$ cat config.mk
export PLATFORM = sky130hd
export DESIGN_NAME = dual_cam_video_top
export DESIGN_NICKNAME = d
export VERILOG_FILES = /design/src/video_pkg.sv /design/src/cam_pixel_packer.sv /design/src/dual_cam_video_top.sv /design/src/video_source_combiner.sv
export SDC_FILE = /design/constraint.sdc
export NUM_CORES = 1
export LEC_CHECK = 0
export BUFFER_PORTS_ARGS = -buffer_cell sky130_fd_sc_hd__buf_4
export CORE_MARGIN = 10
export CORE_UTILIZATION = 38
export DETAILED_ROUTE_END_ITERATION = 16
export GPL_TIMING_DRIVEN = 0
export PLACE_DENSITY_LB_ADDON = 0.08
export SLEW_MARGIN = 40
export SYNTH_ARGS = -nofsm -noshare
export SYNTH_HDL_FRONTEND = slang
export SYNTH_SLANG_ARGS = --single-unit
$ cat constraint.sdc
create_clock -name video_clk -period 1.4 [get_ports video_clk]
set_input_delay 0.14 -clock video_clk [delete_from_list [all_inputs] [get_ports video_clk]]
set_output_delay 0.14 -clock video_clk [all_outputs]
set_load 0.1 [all_outputs]
$ cat src/video_pkg.sv
// video package, shared widths, fill colour and port types for the dual camera video path
package video_pkg;

    // ========================================================================
    // widths and constants
    // ========================================================================
    localparam int CAM_BYTE_W = 8;                      // one sensor data byte
    localparam int PIX565_W   = 16;                     // one packed camera pixel
    localparam int RGB888_W   = 24;                     // one output pixel
    localparam int NUM_CAMS   = 2;                      // camera inputs, 1 bit select

    localparam logic [RGB888_W-1:0] FILL_RGB = 24'h0F550F; // colour outside active data

    // ========================================================================
    // camera input bus
    // ========================================================================
    typedef struct packed {
        logic [CAM_BYTE_W-1:0] data;                    // byte from the sensor
        logic                  href;                    // line active
        logic                  vsync;                   // high in vertical blanking
    } cam_bus_t;

    // ========================================================================
    // one camera word, seen as two bytes or as rgb565 fields
    // ========================================================================
    typedef struct packed {
        logic [PIX565_W/2-1:0] hi;                      // first byte of the pair
        logic [PIX565_W/2-1:0] lo;                      // second byte
    } pix_bytes_t;

    typedef struct packed {
        logic [4:0] r;                                  // red in the top bits
        logic [5:0] g;
        logic [4:0] b;                                  // blue at the bottom
    } pix_rgb565_t;

    typedef union packed {
        pix_bytes_t  bytes;                             // arrival order view
        pix_rgb565_t rgb565;                            // colour field view
    } pix565_u;

    typedef struct packed {
        logic    valid;                                 // word present
        logic    vsync;                                 // vsync aligned to the word
        pix565_u word;
    } cam_word_t;

    // ========================================================================
    // output pixel and output bus
    // ========================================================================
    typedef struct packed {
        logic [RGB888_W/3-1:0] ch_hi;                   // expanded blue
        logic [RGB888_W/3-1:0] ch_mid;                  // expanded green
        logic [RGB888_W/3-1:0] ch_lo;                   // expanded red
    } rgb888_t;

    typedef struct packed {
        logic    de;                                    // pixel valid
        logic    vsync;
        rgb888_t rgb;
    } video_out_t;

endpackage

$ cat src/cam_pixel_packer.sv
// camera pixel packer, pairs rgb565 sensor bytes into registered 16-bit words with aligned vsync
module cam_pixel_packer
(
    input  logic                 video_clk,
    input  logic                 reset_n,
    input  video_pkg::cam_bus_t  cam_i,        // byte stream from one sensor
    output video_pkg::cam_word_t word_o        // packed word to the combiner
);

    // ========================================================================
    // byte pairing state
    // ========================================================================
    logic                                phase_q;    // 0 expects hi byte, 1 expects lo
    logic                                take_hi;    // this byte starts a pair
    logic                                take_lo;    // this byte closes a pair
    logic [video_pkg::CAM_BYTE_W-1:0]    hi_q;       // held first byte
    logic                                valid_q;    // word register holds a fresh word
    logic                                vsync_q;    // camera vsync, one cycle late
    video_pkg::pix565_u                  word_q;     // assembled pixel

    // bytes only count while href is up
    assign take_hi = cam_i.href && !phase_q;
    assign take_lo = cam_i.href &&  phase_q;

    // ========================================================================
    // control registers
    // ========================================================================
    // phase toggles on each accepted byte and falls back to hi whenever href
    // drops, so a lone byte at the end of a line is simply forgotten
    always_ff @(posedge video_clk or negedge reset_n)
    begin
        if (!reset_n)
        begin
            phase_q <= 1'b0;                     // start on a hi byte
            valid_q <= 1'b0;
            vsync_q <= 1'b0;
        end
        else
        begin
            phase_q <= take_hi;                  // lo byte or idle line returns to hi
            valid_q <= take_lo;                  // one cycle pulse per word
            vsync_q <= cam_i.vsync;              // same delay as the word
        end
    end

    // ========================================================================
    // payload registers
    // ========================================================================
    always_ff @(posedge video_clk)
    begin
        if (take_hi)
        begin
            hi_q <= cam_i.data;                  // keep first byte of the pair
        end
        if (take_lo)
        begin
            word_q.bytes.hi <= hi_q;             // earlier byte goes on top
            word_q.bytes.lo <= cam_i.data;       // current byte below
        end
    end

    // ========================================================================
    // output word
    // ========================================================================
    // word, flag and vsync all come straight from registers so the
    // combiner sees them on the same cycle
    assign word_o.valid = valid_q;
    assign word_o.vsync = vsync_q;
    assign word_o.word  = word_q;

endmodule

$ cat src/dual_cam_video_top.sv
// dual camera video top, two byte packers feeding one source combiner
module dual_cam_video_top
(
    input  logic                  video_clk,
    input  logic                  reset_n,
    input  video_pkg::cam_bus_t   cam0_i,         // camera 0 byte bus
    input  video_pkg::cam_bus_t   cam1_i,         // camera 1 byte bus
    input  logic                  sel_i,          // camera select, applied in vblank
    output video_pkg::video_out_t video_o         // 24-bit pixel stream out
);

    // ========================================================================
    // packer to combiner words
    // ========================================================================
    video_pkg::cam_word_t cam0_word;              // camera 0 packed words
    video_pkg::cam_word_t cam1_word;              // camera 1 packed words

    // ========================================================================
    // camera packers
    // ========================================================================
    cam_pixel_packer u_cam0_packer
    (
        .video_clk   (video_clk),
        .reset_n     (reset_n),
        .cam_i       (cam0_i),
        .word_o      (cam0_word)
    );

    cam_pixel_packer u_cam1_packer
    (
        .video_clk   (video_clk),
        .reset_n     (reset_n),
        .cam_i       (cam1_i),
        .word_o      (cam1_word)
    );

    // ========================================================================
    // source choice and colour expansion
    // ========================================================================
    // one register stage here, one in each packer, two cycles in total
    video_source_combiner u_combiner
    (
        .video_clk   (video_clk),
        .reset_n     (reset_n),
        .sel_i       (sel_i),
        .cam0_word_i (cam0_word),
        .cam1_word_i (cam1_word),
        .video_o     (video_o)
    );

endmodule

$ cat src/video_source_combiner.sv
// video source combiner, picks the active camera at frame edges and expands rgb565 to 24-bit
module video_source_combiner
(
    input  logic                  video_clk,
    input  logic                  reset_n,
    input  logic                  sel_i,          // 0 camera 0, 1 camera 1
    input  video_pkg::cam_word_t  cam0_word_i,    // from camera 0 packer
    input  video_pkg::cam_word_t  cam1_word_i,    // from camera 1 packer
    output video_pkg::video_out_t video_o         // 24-bit pixel stream
);

    // ========================================================================
    // source selection
    // ========================================================================
    logic [$clog2(video_pkg::NUM_CAMS)-1:0] active_src_q;          // camera now on the output
    video_pkg::cam_word_t                   cam_words [video_pkg::NUM_CAMS];
    video_pkg::cam_word_t                   cur_word;              // word of the active camera
    logic                                   src_blank;             // active camera in vblank
    video_pkg::rgb888_t                     pix_rgb;               // expanded active word

    assign cam_words[0] = cam0_word_i;
    assign cam_words[1] = cam1_word_i;

    assign cur_word  = cam_words[active_src_q];  // mux by registered source
    assign src_blank = cur_word.vsync;           // safe point to switch

    // ========================================================================
    // rgb565 to rgb888 expansion
    // ========================================================================
    // fields are padded with zero low bits and placed blue, green, red from
    // the top byte down
    function automatic video_pkg::rgb888_t expand_565(input video_pkg::pix565_u pix);
        video_pkg::rgb888_t px;
        px.ch_hi  = {pix.rgb565.b, 3'b000};      // blue on top
        px.ch_mid = {pix.rgb565.g, 2'b00};       // green in the middle
        px.ch_lo  = {pix.rgb565.r, 3'b000};      // red at the bottom
        return px;
    endfunction

    assign pix_rgb = expand_565(cur_word.word);

    // ========================================================================
    // active source register
    // ========================================================================
    // the select is only looked at while the current source is blanking,
    // so a request mid frame waits for the next vertical blanking
    always_ff @(posedge video_clk or negedge reset_n)
    begin
        if (!reset_n)
        begin
            active_src_q <= '0;                  // camera 0 after reset
        end
        else if (src_blank)
        begin
            active_src_q <= sel_i;               // take request in vblank
        end
    end

    // ========================================================================
    // output register
    // ========================================================================
    logic               de_q;
    logic               vsync_q;
    video_pkg::rgb888_t rgb_q;

    always_ff @(posedge video_clk or negedge reset_n)
    begin
        if (!reset_n)
        begin
            de_q    <= 1'b0;
            vsync_q <= 1'b0;
            rgb_q   <= video_pkg::FILL_RGB;      // fill colour until first pixel
        end
        else
        begin
            de_q    <= cur_word.valid;           // de follows the word flag
            vsync_q <= cur_word.vsync;           // vsync of the shown camera
            if (cur_word.valid)
            begin
                rgb_q <= pix_rgb;
            end
            else
            begin
                rgb_q <= video_pkg::FILL_RGB;    // blanking and line gaps
            end
        end
    end

    assign video_o.de    = de_q;
    assign video_o.vsync = vsync_q;
    assign video_o.rgb   = rgb_q;

endmodule

# Word-level counts from Yosys, hierarchy flattened
# Index checks and enable logic that the tools add are counted.
word_totals:
  reg_bits: 81
  inputBits: 23
  out_inout_bits: 26
  word_cells: 28
classes:
  bitwise_logic: 1
  n_lt_le_gt_ge: 1
  n_mux: 4
  n_reduce_logical: 6
op_table:
  columns: ["operator", "n"]
  rows:
  - ["2-to-1 mux 18 bit", 3]
  - ["2-to-1 mux 24 bit", 1]
  - ["logical AND 1 bit", 4]
  - ["greater-or-equal comparator 2 bit (second input constant)", 1]
  - ["logical NOT 1 bit", 2]
  - ["NOT 1 -> 2 bit", 1]

# Logic depth before layout (Yosys ltp)
# Gate-level depths: netlist of the first run.
logic_depth:
  word_depth: 5
  depth_mapped: 4
  depth_no_buf: 2

# By module
# A second synthesis of the first run with hierarchy kept.
unflattened:
  cells_unflattened: 150
  area_unflattened_um2: 2592.5
by_module_without_submodules:
  columns: ["mod", "n_inst", "area_each_um2", "seq_area_each_um2", "cells_each"]
  rows:
  - ["cam_pixel_packer", 2, 827.0, 795.8, 31]
  - ["video_source_combiner", 1, 938.4, 508.0, 88]

# Least setup slack after synthesis of the first run
# OpenSTA, ideal clock, no wires.
synth_path:
  path_kind: "register to output"
  start: "reg u_combiner.video_o[2] (netlist name)"
  end: "out video_o[16] (netlist name)"
  t_required_ps: 1260
  path_stages_with_launch: 2
  path_buffers: 1
  setup_slack_ps: -8
  arrival_ps: 1268
  path_cell_list: "dfstp_2 > buf_4"
synth_rtl:
  columns: ["element", "line", "text"]
  rows:
  - ["to (decl)", "dual_cam_video_top.sv:9", "output video_pkg::video_out_t video_o"]

==> impl_metrics.ini, run 1 <==
[sta]
setup-tns-final_ps = -73.8
fin_skew_ps = 5.22
finalCritPeriodShare_pct = 101
slew_headroom_pct = 62.0
final-max-slew-violation-count = 0
worst_slew_pin_slew_ps = 568
rsz0062_at_grt = yes
setup_viol = 7
fmax_mhz = 705
whs_ps = 50.2
fin_ws_ps = -18.2
period_needed_ps = 1420
hold_violations = 0

[yosys]
ys_warn_count = 0
synth_fp_nets = 167
ys_ff_latch = 74
syn_area_per_cell_um2 = 17.7
syn-cell-area_mm2 = 0.00254
synthDistinctLibCells = 21
synthCells = 144
synth_seq_area_share_pct = 82.5

[critical_path]
cp_num_buf_inv = 1
slowest_delay_ps = 650
start_kind = flip-flop
path_max_fanout = 7
endpoint_kind = output pin
critical_path_arrival_ps = 1280
worstSetupStartpoint = u_combiner.video_o[2]
reg2reg_from = u_cam1_packer.phase_q
required_ps = 1260
cp_slowest_cell = dfstp_4
worstSetupPathType = flip-flop to output pin
path_cells = buf_4
critPathTopFamily = flip-flops

[drt]
first_pass_iters = 4
viasPerCell = 4.64
post_drt_wl_per_cell_um = 16.6
vias = 1405
route.detailed.drc = 0
ant_nets = 0
drt_iter0_drc = 29
routed_wl_um = 5040

[final_layout]
diodes = 0
final_cell_mix = 52 x buf_4, 48 x edfxtp_1, 20 x dfrtp_1, 19 x dlygate4sd3_1, 11 x clkbuf_8
syn_to_final_growth_pct = 35.3
seq_area_mm2 = 0.00210
fillers = 537
final_common_cell = buf_4
fin_nets = 244
layout-drive-gt1-share_pct = 38.9
multiInputGateArea_um2 = 287

[floorplan]
die_area_mm2 = 0.0104
dieWidth_um = 102
core_mm2 = 0.00642
die_h_um = 102
rows = 29
io_pins = 49
start_util_pct = 39.6

[pwr]
powerDensity_mw_per_mm2 = 1370
ir_drop_v = 0.000713
leakage_uw = 0.00140

[clocking]
root_buffer = clkbuf_8
cts_sinks = 74
cts_tree = yes
numCtsBuffers = 9
post_cts_buffers = 0
cts_buffer_depth = 2
clkTransAtPathRegs_ps = 70
ctsHtreeMaxLevel = 3
clock_latency_ps = 330

[placed_design]
place.port_buffers = 47
place_congestion = 0.726
place_hpwl_um = 3240

[global_route]
grt_use_total_pct = 10.3
grt_pass1_wl_um = 7900
overflow = 0
grt_antenna_before_repair = 0
grt_pass1_vias = 1556
grt_max_degree = 27

[status]
run_status = finished, violations left
violations = negative setup slack

[run]
maxCapViolCount = 0

[min_path]
hold_class = input port to flip-flop
hp-start = sel_i
## area by class of cell
type                    instances  share of cell area, %
plain buffers                  16                   4.14
clock buffers                  13                   4.62
clock inverters                 3                  0.400
inverters                       6                  0.654
multi-input cells              48                   8.32
flip-flops and latches         74                   61.1
well taps                      77                   2.80
repair buffers                 66                   18.0
## sequential cells by signal, indices dropped and copies added, names as in the netlist
register	flops
u_cam0_packer.hi_q	8
u_cam0_packer.valid_q	1
u_cam1_packer.phase_q	1
u_cam0_packer.vsync_q	1
u_cam1_packer.valid_q	1
u_cam1_packer.vsync_q	1
u_combiner.de_q	1
u_cam0_packer.word_q	16
u_cam1_packer.word_q	16
u_combiner.video_o	17
u_combiner.vsync_q	1
u_cam1_packer.hi_q	8
u_cam0_packer.phase_q	1
u_combiner.active_src_q	1
## what timing repair did
item | in CTS | in global routing
endpoints found under the setup margin | 39 | 7
hold buffers | 19 | 0
hold endpoints to repair | 60 | 0
gates resized for setup | 20 | 0
gates cloned | 0 | 0
## Yosys cell counts
cell	instances	area share, %
a21o_1	1	0.30
conb_1	1	0.15
nor2_1	5	0.74
a21oi_1	3	0.59
buf_6	4	1.8
a32o_1	3	1.2
and2_1	2	0.49
nand2_1	8	1.2
o21ai_1	6	1.2
dfrtp_1	20	20
dfstp_2	6	6.2
buf_4	11	3.2
nand3_1	8	1.6
buf_8	1	0.59
a32oi_1	5	1.7
mux2_2	1	0.44
o21ai_0	2	0.39
nor2b_4	1	0.54
edfxtp_1	48	57
inv_1	6	0.89
nor2b_1	2	0.49
## per-layer routing
layer  global-route usage, %  part of all wire (%)  up-vias
met5                       0                     0        -
met4                    6.62                   2.4        0
met3                    3.91                   7.6       12
met2                    17.7                    53       39
met1                    10.4                    37      692
li1                        -                     -      662
## final timing paths
kind / endpoint / slack (ps) / depth (start not counted)
min: u_combiner.active_src_q / 50 / 3
max reg2reg: u_cam1_packer.hi_q[7] / 180 / 1
min reg2reg: u_cam1_packer.word_q[8] / 420 / 0
max in group asynchronous: u_combiner.video_o[12] / 840 / 2
max: video_o[0] / -20 / 1
min in group asynchronous: u_cam1_packer.vsync_q / 250 / 2
## power by group
part | total [uW] | internal, uW | switching (uW) | leakage, uW
registers | 2490 | 2460 | 34.1 | 0.000773
logic | 790 | 256 | 533 | 0.000539
clock network | 1430 | 730 | 703 | 0.0000908
## cell families (layout without fill, tap and decap cells)
family / Yosys count / after routing / share of synthesized area, %
flip-flops: 74 / 74 / 82.5
other: 1 / 1 / 0.147
multiplexers: 1 / 1 / 0.443
AND/OR/NAND/NOR: 26 / 26 / 5.02
AO/OA/AOI/OAI: 20 / 20 / 5.36
buffers and inverters: 22 / 104 / 6.49
## metrics by stage
stage | setup slack, ps | cell area (um2) | total power, uW | util [%] | std cells
3_3_place_gp | -96.0 | 3000 | 3240 | 46.7 | 268
6_report | -18.2 | 3440 | 4720 | 53.6 | 303
5_1_grt | -62.0 | 3440 | 4910 | 53.6 | 303
4_1_cts | -39.6 | 3440 | 4780 | 53.6 | 303
2_1_floorplan | 122 | 2550 | 3040 | - | 144
3_5_place_dp | -61.2 | 3000 | 3250 | 46.7 | 268
(Power assumes the default switching activity.)
==> inputs of run 2 (changes only) <==
--- a/config.mk
+++ b/config.mk
@@ -11,7 +11,9 @@
 export DETAILED_ROUTE_END_ITERATION = 16
 export GPL_TIMING_DRIVEN = 0
 export PLACE_DENSITY_LB_ADDON = 0.08
+export SKIP_CTS_REPAIR_TIMING = 1
 export SLEW_MARGIN = 40
 export SYNTH_ARGS = -nofsm -noshare
 export SYNTH_HDL_FRONTEND = slang
+export SYNTH_HIERARCHICAL = 1
 export SYNTH_SLANG_ARGS = --single-unit
==> impl_metrics.ini, run 2 <==
[floorplan]
dieWidth_um = 103
io_pins = 49
core_mm2 = 0.00672
rows = 30
die_h_um = 103
die_area_mm2 = 0.0105
start_util_pct = 38.6

[clocking]
cts_sinks = 74
root_buffer = clkbuf_8
cts_tree = yes
clkTransAtPathRegs_ps = 70
numCtsBuffers = 9
cts_buffer_depth = 2
ctsHtreeMaxLevel = 3
clock_latency_ps = 330

[pwr]
ir_drop_v = 0.000717
p_sw_uw = 1250
netSwitchingFraction_pct = 27.0
power_uw = 4640
p_seq_share_pct = 53.6
powerDensity_mw_per_mm2 = 1340
intPower_uw = 3390
leakage_uw = 0.00142
clockPowerShare_pct = 29.2
combPwrFrac_pct = 17.2

[critical_path]
slowest_delay_ps = 650
path_max_fanout = 7
critical_path_arrival_ps = 1270
required_ps = 1260
r2r_slack_ps = 320
start_kind = flip-flop
cp_slowest_cell = dfstp_4
r2r_cells = 1
critPathTopFamily = flip-flops
cp.depth = 1
cp_num_buf_inv = 1
worstSetupPathType = flip-flop to output pin
endpoint_kind = output pin
path_cells = buf_4

[sta]
fmax_mhz = 707
fin_ws_ps = -14.0
hold_violations = 0
setup_viol = 7
finalCritPeriodShare_pct = 101
period_needed_ps = 1410
fin_skew_ps = 4.11
final-max-slew-violation-count = 0
rsz0062_at_grt = yes
setup-tns-final_ps = -48.0

[status]
violations = negative setup slack
run_status = finished, violations left

[final_layout]
design_area_mm2 = 0.00348
layout-drive-gt1-share_pct = 39.2
fin_nets = 250
diodes = 0
final_common_cell = buf_4
syn_to_final_growth_pct = 34.1
largest_register_ffs = 17
final_cell_mix = 55 x buf_4, 48 x edfxtp_1, 20 x dfrtp_1, 19 x dlygate4sd3_1, 10 x clkbuf_8
fillers = 574

[global_route]
grt_pass1_vias = 1449
grt_pass1_wl_um = 7510
grt_max_degree = 27
grt_antenna_before_repair = 0
overflow = 0
grt_use_total_pct = 9.81

[drt]
first_pass_iters = 4
ant_nets = 0
drt_iter0_drc = 48
viasPerCell = 4.50
routed_wl_um = 4890
post_drt_wl_per_cell_um = 15.7
vias = 1403
route.detailed.drc = 0

[yosys]
ys_async_sr_fraction_pct = 35.1
synthDistinctLibCells = 22
syn_area_per_cell_um2 = 17.3
synth_top_area_cell = edfxtp_1
ys_warn_count = 6
ys_ff_latch = 74
synth_area_leaders = edfxtp_1 56%, dfrtp_1 19%, dfstp_2 6.1%
synth_seq_area_share_pct = 81.0
syn-cell-area_mm2 = 0.00259
synth_top_area_share_pct = 55.6
yosysMostFrequentCell = edfxtp_1
synth_fp_nets = 173
ys.flop_type = edfxtp_1
synthCells = 150
synth_commonest_cells = 48 x edfxtp_1, 20 x dfrtp_1, 14 x buf_4, 9 x nand2_1, 9 x nand3_1
synth_edf_count = 48

[run]
maxCapViolCount = 0

[min_path]
hold_depth = 3
hold_class = input port to flip-flop

[placed_design]
preCtsSetupSlack_ps = 243
place.port_buffers = 47
place_congestion = 0.742
place_hpwl_um = 3390
placed_area_mm2 = 0.00305
run 2: changes by cell type after synthesis:
cell / before / now
and2b_2: 0 / 2
nor2b_1: 2 / 0
o21ai_0: 2 / 4
nand2_1: 8 / 9
and2_2: 0 / 2
o21ai_2: 0 / 1
a32o_1: 3 / 2
and2_1: 2 / 0
buf_4: 11 / 14
buf_6: 4 / 5
nand3_1: 8 / 9
o21ai_1: 6 / 4
run 2: logic make-up after synthesis:
kind of cell	Yosys count	synth area share (%)
multiplexers	1	0.434
buffers and inverters	26	7.67
AND/OR/NAND/NOR	28	5.55
other	1	0.145
flip-flops	74	81.0
AO/OA/AOI/OAI	20	5.21
run 2: per-stage QoR:
stage	std cells	hold WS, ps	utilization (%)
finish	312	63.6	51.7
global route	312	66.3	51.7
CTS	293	-295	47.8
detailed placement	277	74.0	45.4
global placement	277	67.1	45.4
floorplan	150	-156	-
run 2: power groups by stage:
stage | registers, uW | logic [uW] | clock network (uW)
2_1_floorplan | 2710 | 340 | 0
3_3_place_gp | 2530 | 713 | 0
3_5_place_dp | 2540 | 720 | 0
4_1_cts | 2490 | 721 | 1410
5_1_grt | 2500 | 842 | 1510
6_report | 2490 | 797 | 1360
run 2: final timing paths:
| path | to | startpoint |
|---|---|---|
| max reg2reg | u_cam0_packer/word_q[13] | u_cam0_packer/phase_q |
| max | video_o[0] | u_combiner/video_o[18] |
| max in group asynchronous | u_combiner/video_o[14] | reset_n |
| min in group asynchronous | u_combiner/de_q | reset_n |
| min reg2reg | u_cam0_packer/word_q[15] | u_cam0_packer/hi_q[7] |
| min | u_combiner/active_src_q | sel_i |
run 2: per-layer routing:
metal | vias up | global-route usage [%] | part of all wire (%)
li1 | 677 | - | -
met1 | 677 | 10.6 | 38
met2 | 43 | 16.1 | 53
met3 | 6 | 4.69 | 7.5
met4 | 0 | 4.23 | 1.3
met5 | - | 0 | 0
run 2: final cells by class:
cell class	count	area, um2	area share (%)
Buffer	20	176	5.08
Clock buffer	11	141	4.07
Clock inverter	5	20.0	0.576
Inverter	6	22.5	0.648
Multi-Input combinational cell	50	294	8.46
Sequential cell	74	2100	60.5
Tap cell	80	100	2.88
Timing Repair Buffer	66	618	17.8
